<file path="config.mk">
export PLATFORM = sky130hd
export DESIGN_NAME = voice_mixer
export DESIGN_NICKNAME = d
export VERILOG_FILES = /design/src/hw/synth_pkg.sv /design/src/hw/voice_mixer.sv
export SDC_FILE = /design/constraint.sdc
export NUM_CORES = 1
export LEC_CHECK = 0
export ABC_CLOCK_PERIOD_IN_PS = 800
export BUFFER_PORTS_ARGS = -buffer_cell sky130_fd_sc_hd__buf_4
export CORE_AREA = 2 2 75 77
export DETAILED_ROUTE_END_ITERATION = 6
export DIE_AREA = 0 0 77 79
export PLACE_DENSITY = 0.74
export RECOVER_POWER = 25
export REMOVE_ABC_BUFFERS = 1
export SLEW_MARGIN = 40
export SYNTH_ARGS = -nofsm -noshare
export SYNTH_HDL_FRONTEND = slang
export SYNTH_SLANG_ARGS = --single-unit
</file>
<file path="constraint.sdc">
create_clock -name clk_i -period 0.8 [get_ports clk_i]
set_input_delay 0.12 -clock clk_i [delete_from_list [all_inputs] [get_ports clk_i]]
set_output_delay 0.12 -clock clk_i [all_outputs]
set_load 0.01 [all_outputs]
</file>
<file path="src/hw/synth_pkg.sv">
package synth_pkg;

    // ==========================================================================
    // data words
    // ==========================================================================

    // one signed pcm sample
    typedef logic signed [15:0] sample_t;
    // phase accumulator and step
    typedef logic [31:0] phase_t;
    // read index, top ten phase bits
    typedef logic [9:0] tab_idx_t;
    // write address, msb picks table 2
    typedef logic [10:0] tab_addr_t;

    // ==========================================================================
    // host bus and address map
    // ==========================================================================

    typedef logic [15:0] bus_addr_t;
    typedef logic [31:0] bus_data_t;

    // address fields
    localparam int REGION_MSB = 15;
    localparam int REGION_LSB = 14;
    localparam int VOICE_MSB  = 13;
    localparam int VOICE_LSB  = 11;
    localparam int VOICE_W    = VOICE_MSB - VOICE_LSB + 1;
    // 3-bit voice field caps the voice count at 8
    localparam int MAX_VOICES = 2 ** VOICE_W;

    typedef logic [VOICE_W-1:0] voice_id_t;

    typedef enum logic [1:0] {
        REGION_TABLE = 2'd0,
        REGION_STEP  = 2'd1,
        REGION_CTRL  = 2'd2
    } region_e;

    // control word bits
    localparam int CTRL_ENABLE_BIT = 0;
    localparam int CTRL_START_BIT  = 1;

    // per-voice command bundle
    typedef struct packed {
        logic      write_table;
        tab_addr_t table_addr;
        sample_t   pcm;
        logic      enable;
        logic      start;
        phase_t    inc_step;
    } voice_cmd_t;

endpackage : synth_pkg
</file>
<file path="src/hw/voice_mixer.sv">
`timescale 1ns/1ps

module voice_mixer
    import synth_pkg::*;
#(
    parameter int NUM_VOICES = 4
) (
    input  logic    clk_i,
    input  logic    rst_n_i,

    // one sample per voice
    input  sample_t wave_i [NUM_VOICES],

    // saturated mix
    output sample_t mix_o
);

    // ==========================================================================
    // wide sum
    // ==========================================================================

    // headroom for the largest voice count
    localparam int SUM_W  = $bits(sample_t) + $clog2(MAX_VOICES);
    localparam int SMP_W  = $bits(sample_t);

    typedef logic signed [SUM_W-1:0] sum_t;

    // clamp limits in sum width
    localparam sum_t SUM_MAX = sum_t'(32767);
    localparam sum_t SUM_MIN = -sum_t'(32768);

    sum_t    sum;
    sample_t clamped;

    always_comb begin
        sum_t ext;
        sum = '0;
        ext = '0;
        for (int i = 0; i < NUM_VOICES; i++) begin
            // sign extension of each voice
            ext = sum_t'({{(SUM_W-SMP_W){wave_i[i][SMP_W-1]}}, wave_i[i]});
            sum = sum + ext;
        end
    end

    // ==========================================================================
    // saturation and output register
    // ==========================================================================

    always_comb begin
        if (sum > SUM_MAX) begin
            clamped = 16'sh7fff;
        end else if (sum < SUM_MIN) begin
            clamped = 16'sh8000;
        end else begin
            // in range, low bits are exact
            clamped = sample_t'(sum[SMP_W-1:0]);
        end
    end

    always_ff @(posedge clk_i or negedge rst_n_i) begin
        if (!rst_n_i) begin
            mix_o <= '0;
        end else begin
            mix_o <= clamped;
        end
    end

    // clamping keeps the sign of the wide sum
    a_sign_kept : assert property (
        @(posedge clk_i) disable iff (!rst_n_i)
        mix_o[SMP_W-1] == $past(sum[SUM_W-1])
    );

endmodule : voice_mixer

</file>
==> out/results.ini, run 1 <==
[outcome]
outcome = finished, violations left
violations_in_the_final_reports = negative setup slack

[place]
io_buffers = 81
gpl.final_weighted_congestion = 0.906
detailed_place_hpwl_um = 5010
dpl-instance-area_sq_um = 3660

[floorplanning]
placement_rows = 27
core_sq_um = 5340
dieArea_sq_um = 6080
die-width_um = 77
initial_utilization = 0.484
ios = 82
die_height_um = 79

[timing]
rsz0062_at_grt = true
fin_setup_tns_ns = -38.07
slew_worst_pin_ns = 0.558
timing.final.max_slew_violations = 0
timing.final.crit_period_ns = 3.18
final.period_utilization = 3.97
setup_viol = 32
max_freq_mhz = 314
finalWorstSetupSlack_ns = -2.38
final-hold-violation-count = 0
maxSlewHeadroom = 0.627

[setup_path]
critical_path.endpoint_type = flop
path_max_fanout = 7
max_stage_delay_ns = 0.56
critPathRequiredTime_ns = 0.97
critical-path-top-cell-by-count = sky130_fd_sc_hd__fa_1
setup.worst_path.class = in -> reg
chain_of_cells_forming_the_critical_path = buf_8 > inv_4 > fa_1 > inv_2 > fa_1 > ha_2 > fa_2 > a211oi_2 > o211ai_1 > a2111o_1 > o2111ai_4 > and2_4 > a21oi_4 > a21oi_2
cpMaxStageDelayCell = sky130_fd_sc_hd__fa_1
timing.critical_path.from_type = primary input
critPathArrivalTime_ns = 3.35

[hold_path]
min-delay-path-class = in -> reg
min_path_cells = 4

[drt]
drtPass1Iterations = 4
routedWlPerCell_um = 12.9
vias = 2590
detail_route.drc_violations = 0
drt_iter0_drc = 52
totalWireLength_um = 6630
remaining_antenna_violation_count = 0
number_of_vias_per_cell = 5.03

[pwr]
power_leakage_nw = 2.07
p_per_area_nw_per_um2 = 2980
vdd_ir_max_mv = 1.75
fin_total_pwr_mw = 11.9

[layout]
max_flop_register = mix_o
reg_top3 = mix_o (16)
flip_flop_count_of_the_largest_register_all_copies_and_words_added = 16
syn_to_final_growth_pct = 54.3
insertedDiodeCount = 0
layout-drive-gt1-share = 0.409
final_area_sq_um = 3990
final_net_count = 562

[clock_network]
cts_buffers = 3
ctsRootBufferMaster = sky130_fd_sc_hd__clkbuf_8
worst_setup_hold_path_clk_slew_ns = 0.06
tritoncts_clock_tree = done
ctsLongestPathBuffers = 2
cts.htree.levels = 1
cts.sink_count = 16

[synth]
ys_async_sr_fraction = 1.00
syn_area_per_cell_sq_um = 8.50
synth_cells = 304
synth.yosys.seq_area_share = 0.155
synthFlopType = sky130_fd_sc_hd__dfrtp_1
ys.warnings.count = 0
synth_edf_count = 0
synth_cell_types = 45
synth.ff_latch_count = 16
synthesis.area_sq_um = 2580

[grt]
first_global_vias = 2701
global_route.overflow_total = 0
global_route.usage.total = 0.232
antenna_found_initial = 0
grt_start_max_net_pins = 18
grt_pass1_wl_um = 11600

[flow_run]
maxCapViolations = 0

stage by stage:
stage               worst slack [ns]   util  instances  hold WS [ns]
floorplan                      -2.61      -        296        -0.176
global placement               -2.71  0.686        507       -0.0229
detailed placement             -2.81  0.686        507       -0.0200
CTS                            -2.29  0.739        514         0.258
global route                   -2.49  0.747        515         0.286
finish                         -2.38  0.747        515         0.265
cell type report:
type,instances,area (sq um)
inverter,96,363
tap,72,90.1
sequential,16,400
clock buffer,3,41.3
multi-input combinational,186,1960
fill,407,1350
timing repair buffer,142,1140
worst paths after layout:
path / endpoint / start / slack (ns)
setup / recovery: mix_o[7]$_DFF_PN0_ / wave_i[1] / -2.38
hold / removal: mix_o[0]$_DFF_PN0_ / wave_i[48] / 0.27
max in group asynchronous: mix_o[11]$_DFF_PN0_ / rst_n_i / 0.19
min in group asynchronous: mix_o[0]$_DFF_PN0_ / rst_n_i / 0.35
cells by family (layout without fill, tap and decap cells):
family	count (synthesis)	count (layout)	share of synthesized area
buf+inv	104	241	0.162
compound gates	69	70	0.193
fa+ha+maj	51	51	0.343
simple gates	51	52	0.101
flops	16	16	0.155
xor+xnor	13	13	0.0470
layer usage:
layer,GRT usage,vias to the layer above,share of wire
met3,0.0216,22,0.043
met5,0,-,0
met2,0.469,92,0.55
met1,0.257,1233,0.38
li1,-,1243,-
met4,0.0643,0,0.022
placed cells by master, fill, tap and decap left out, drive strengths merged, types with 3 or more instances in the layout:
cell,n
buf,140
inv,96
fa,33
nand3,22
a21oi,20
ha,18
o21ai,18
dfrtp,16
xnor2,10
nor2,8
a21o,6
a211oi,5
o211ai,4
nand2,4
nand4,4
clkbuf,4
nand2b,3
o31ai,3
a31o,3
xor2,3
and2,3
worst max-delay path: cells and delay by family:
kind / cells / cell delay [ns]
simple gates: 1 / 0.24
buf+inv: 3 / 0.14
compound gates: 6 / 1.28
fa+ha+maj: 4 / 1.57
power breakdown:
part           leakage, nW  switching, mW  internal [mW]
clock network       0.0216          0.250          0.333
registers            0.171          0.172           1.20
logic                 1.88           5.12           4.82
total                 2.07           5.54           6.35
cell usage after synthesis (2+ instances only):
| cell type | n | area share |
|---|---|---|
| sky130_fd_sc_hd__o211ai_1 | 4 | 0.012 |
| sky130_fd_sc_hd__a21oi_1 | 19 | 0.037 |
| sky130_fd_sc_hd__ha_1 | 18 | 0.087 |
| sky130_fd_sc_hd__buf_2 | 3 | 0.0058 |
| sky130_fd_sc_hd__o2111ai_2 | 2 | 0.012 |
| sky130_fd_sc_hd__a31o_2 | 2 | 0.0068 |
| sky130_fd_sc_hd__xor2_1 | 2 | 0.0068 |
| sky130_fd_sc_hd__a211oi_1 | 5 | 0.015 |
| sky130_fd_sc_hd__o21ai_0 | 13 | 0.025 |
| sky130_fd_sc_hd__nor2_1 | 8 | 0.012 |
| sky130_fd_sc_hd__dfrtp_1 | 16 | 0.15 |
| sky130_fd_sc_hd__o21ai_1 | 4 | 0.0077 |
| sky130_fd_sc_hd__xnor2_1 | 10 | 0.034 |
| sky130_fd_sc_hd__nand2_1 | 4 | 0.0058 |
| sky130_fd_sc_hd__nand2b_1 | 3 | 0.0073 |
| sky130_fd_sc_hd__a31oi_1 | 2 | 0.0048 |
| sky130_fd_sc_hd__fa_1 | 33 | 0.26 |
| sky130_fd_sc_hd__a2111o_1 | 2 | 0.0087 |
| sky130_fd_sc_hd__inv_1 | 96 | 0.14 |
| sky130_fd_sc_hd__nor3_1 | 2 | 0.0039 |
| sky130_fd_sc_hd__nand3_1 | 22 | 0.043 |
| sky130_fd_sc_hd__a21o_1 | 6 | 0.017 |
| sky130_fd_sc_hd__nor2b_1 | 2 | 0.0048 |
| sky130_fd_sc_hd__nand4_1 | 4 | 0.0097 |
| sky130_fd_sc_hd__a221oi_2 | 2 | 0.012 |
timing repair:
item,4_1_cts,5_1_grt
cloned,2,0
hold buffers,1,0
pin swaps,20,9
gates resized for setup,40,13
buffers inserted,1,1
setup endpoints to repair,32,32
endpoints found under the hold margin,16,0
Power figures use the tool's default switching activity.
==> run 2: changes to the inputs <==
--- a/config.mk
+++ b/config.mk
@@ -6,14 +6,15 @@
 export NUM_CORES = 1
 export LEC_CHECK = 0
 export ABC_CLOCK_PERIOD_IN_PS = 800
-export BUFFER_PORTS_ARGS = -buffer_cell sky130_fd_sc_hd__buf_4
+export CELL_PAD_IN_SITES_DETAIL_PLACEMENT = 0
+export CELL_PAD_IN_SITES_GLOBAL_PLACEMENT = 1
 export CORE_AREA = 2 2 75 77
 export DETAILED_ROUTE_END_ITERATION = 6
 export DIE_AREA = 0 0 77 79
-export PLACE_DENSITY = 0.74
+export DONT_BUFFER_PORTS = 1
+export PLACE_DENSITY = 0.81
 export RECOVER_POWER = 25
 export REMOVE_ABC_BUFFERS = 1
-export SLEW_MARGIN = 40
 export SYNTH_ARGS = -nofsm -noshare
 export SYNTH_HDL_FRONTEND = slang
 export SYNTH_SLANG_ARGS = --single-unit
==> out/results.ini, run 2 (synthesis gave the netlist of run 1 again) <==
[outcome]
outcome = finished, violations left
violations_in_the_final_reports = negative hold slack, negative setup slack

[floorplanning]
die-width_um = 77
core_sq_um = 5340
die_height_um = 79
placement_rows = 27
ios = 82
initial_utilization = 0.484
dieArea_sq_um = 6080

[timing]
timing.final.max_slew_violations = 0
setup_viol = 16
timing.final.crit_period_ns = 3.01
maxSlewHeadroom = 0.487
fin_setup_tns_ns = -34.38
rsz0062_at_grt = true
final.period_utilization = 3.76
slew_worst_pin_ns = 0.769
max_freq_mhz = 332
finalWorstSetupSlack_ns = -2.21
worst_hold_slack_ns = -0.0793
final-hold-violation-count = 16

[layout]
layout-drive-gt1-share = 0.297
fillerInstances = 481
layout_commonest_cell = sky130_fd_sc_hd__inv_1
insertedDiodeCount = 0
flip_flop_count_of_the_largest_register_all_copies_and_words_added = 16
final_net_count = 482
syn_to_final_growth_pct = 29.8
max_flop_register = mix_o
final_cell_mix = sky130_fd_sc_hd__inv_1 (89), sky130_fd_sc_hd__buf_4 (58), sky130_fd_sc_hd__fa_1 (31)
reg_top3 = mix_o (16)

[clock_network]
ctsRootBufferMaster = sky130_fd_sc_hd__clkbuf_8
cts.sink_count = 16
tritoncts_clock_tree = done
cts_buffers = 3
worst_setup_hold_path_clk_slew_ns = 0.06
cts.htree.levels = 1
ctsLongestPathBuffers = 2

[hold_path]
min-delay-path-class = in -> async

[pwr]
vdd_ir_max_mv = 1.32
p_per_area_nw_per_um2 = 3240
power_leakage_nw = 1.68

[grt]
grt_start_max_net_pins = 18
grt_pass1_wl_um = 8890
global_route.usage.total = 0.178
global_route.overflow_total = 0
first_global_vias = 2142
antenna_found_initial = 0

[drt]
drt_iter0_drc = 46
drtPass1Iterations = 4
remaining_antenna_violation_count = 0
detail_route.drc_violations = 0
routedWlPerCell_um = 12.5
vias = 2189
totalWireLength_um = 5440
number_of_vias_per_cell = 5.02

[setup_path]
timing.critical_path.from_type = primary input
path_max_fanout = 7
critPathArrivalTime_ns = 3.19
cpMaxStageDelayCell = sky130_fd_sc_hd__fa_1
critical_path.endpoint_type = flop
critical-path-top-cell-by-count = sky130_fd_sc_hd__fa_1
chain_of_cells_forming_the_critical_path = inv_8 > fa_1 > inv_2 > fa_1 > ha_2 > fa_2 > a211oi_2 > o211ai_1 > a2111o_1 > o2111ai_4 > and2_4 > a21oi_4 > a21oi_1
setup.worst_path.class = in -> reg
max_stage_delay_ns = 0.54
critPathRequiredTime_ns = 0.97

[place]
detailed_place_hpwl_um = 4580
io_buffers = 0
gpl.final_weighted_congestion = 0.826

[flow_run]
maxCapViolations = 0

[run 2: changes by cell type in the layout (fill, tap and decap cells not counted), sizes merged]
cell	before	now
buf	140	62
clkbuf	4	5
dlygate4sd3	1	0
o31ai	3	2
[run 2: repair_timing]
item | CTS | global route
setup buffers | 7 | 1
gates cloned | 1 | 0
pin swaps | 15 | 18
hold endpoints to repair | 16 | 0
setup endpoints to repair | 16 | 32
resized for setup | 23 | 27
hold buffers | 1 | 0
[run 2: power by group]
group | switching (mW) | total, mW | internal, mW
clock network | 0.248 | 0.684 | 0.436
registers | 0.318 | 1.52 | 1.21
logic | 4.46 | 8.67 | 4.22
total | 5.02 | 10.9 | 5.86
[run 2: worst max-delay path by stage]
stage | from | endpoint | slack (ns) | cells past startpoint
global route | wave_i[1] | mix_o[14]$_DFF_PN0_ | -2.36 | 13
detailed placement | wave_i[1] | mix_o[14]$_DFF_PN0_ | -2.75 | 13
floorplan | wave_i[1] | mix_o[0]$_DFF_PN0_ | -2.61 | 13
finish | wave_i[1] | mix_o[1]$_DFF_PN0_ | -2.21 | 13
global placement | wave_i[1] | mix_o[0]$_DFF_PN0_ | -2.65 | 13
CTS | wave_i[1] | mix_o[6]$_DFF_PN0_ | -2.21 | 13
[run 2: routing by layer]
metal | global-route usage | up-vias | routed length, um
met4 | 0.0536 | 0 | 84
met3 | 0.0205 | 11 | 230
met1 | 0.215 | 1016 | 2290
li1 | - | 1084 | -
met5 | 0 | - | 0
met2 | 0.332 | 78 | 2830
[run 2: layout make-up]
class	count	area, sq um	area share
multi-input cells	185	1950	0.581
repair buffers	63	484	0.144
flip-flops and latches	16	400	0.119
inverters	96	375	0.112
well taps	72	90.1	0.0269
clock buffers	4	55.1	0.0164
[run 2: through the flow]
stage,cells,power (mW),utilization,setup slack (ns),area [sq um]
after detailed placement,423,8.85,0.568,-2.75,3030
after CTS,436,10.4,0.612,-2.21,3270
after floorplan,296,6.24,-,-2.61,2530
after global routing,436,11.9,0.628,-2.36,3350
final,436,10.9,0.628,-2.21,3350
after global placement,423,8.64,0.568,-2.65,3030
[run 2: worst max-delay path, delay by kind of cell]
kind	cells	cell delay (ns)
and+or+nand+nor	1	0.24
buffers and inverters	2	0.05
adders and majority gates	4	1.55
AOI/OAI and AO/OA	6	1.21
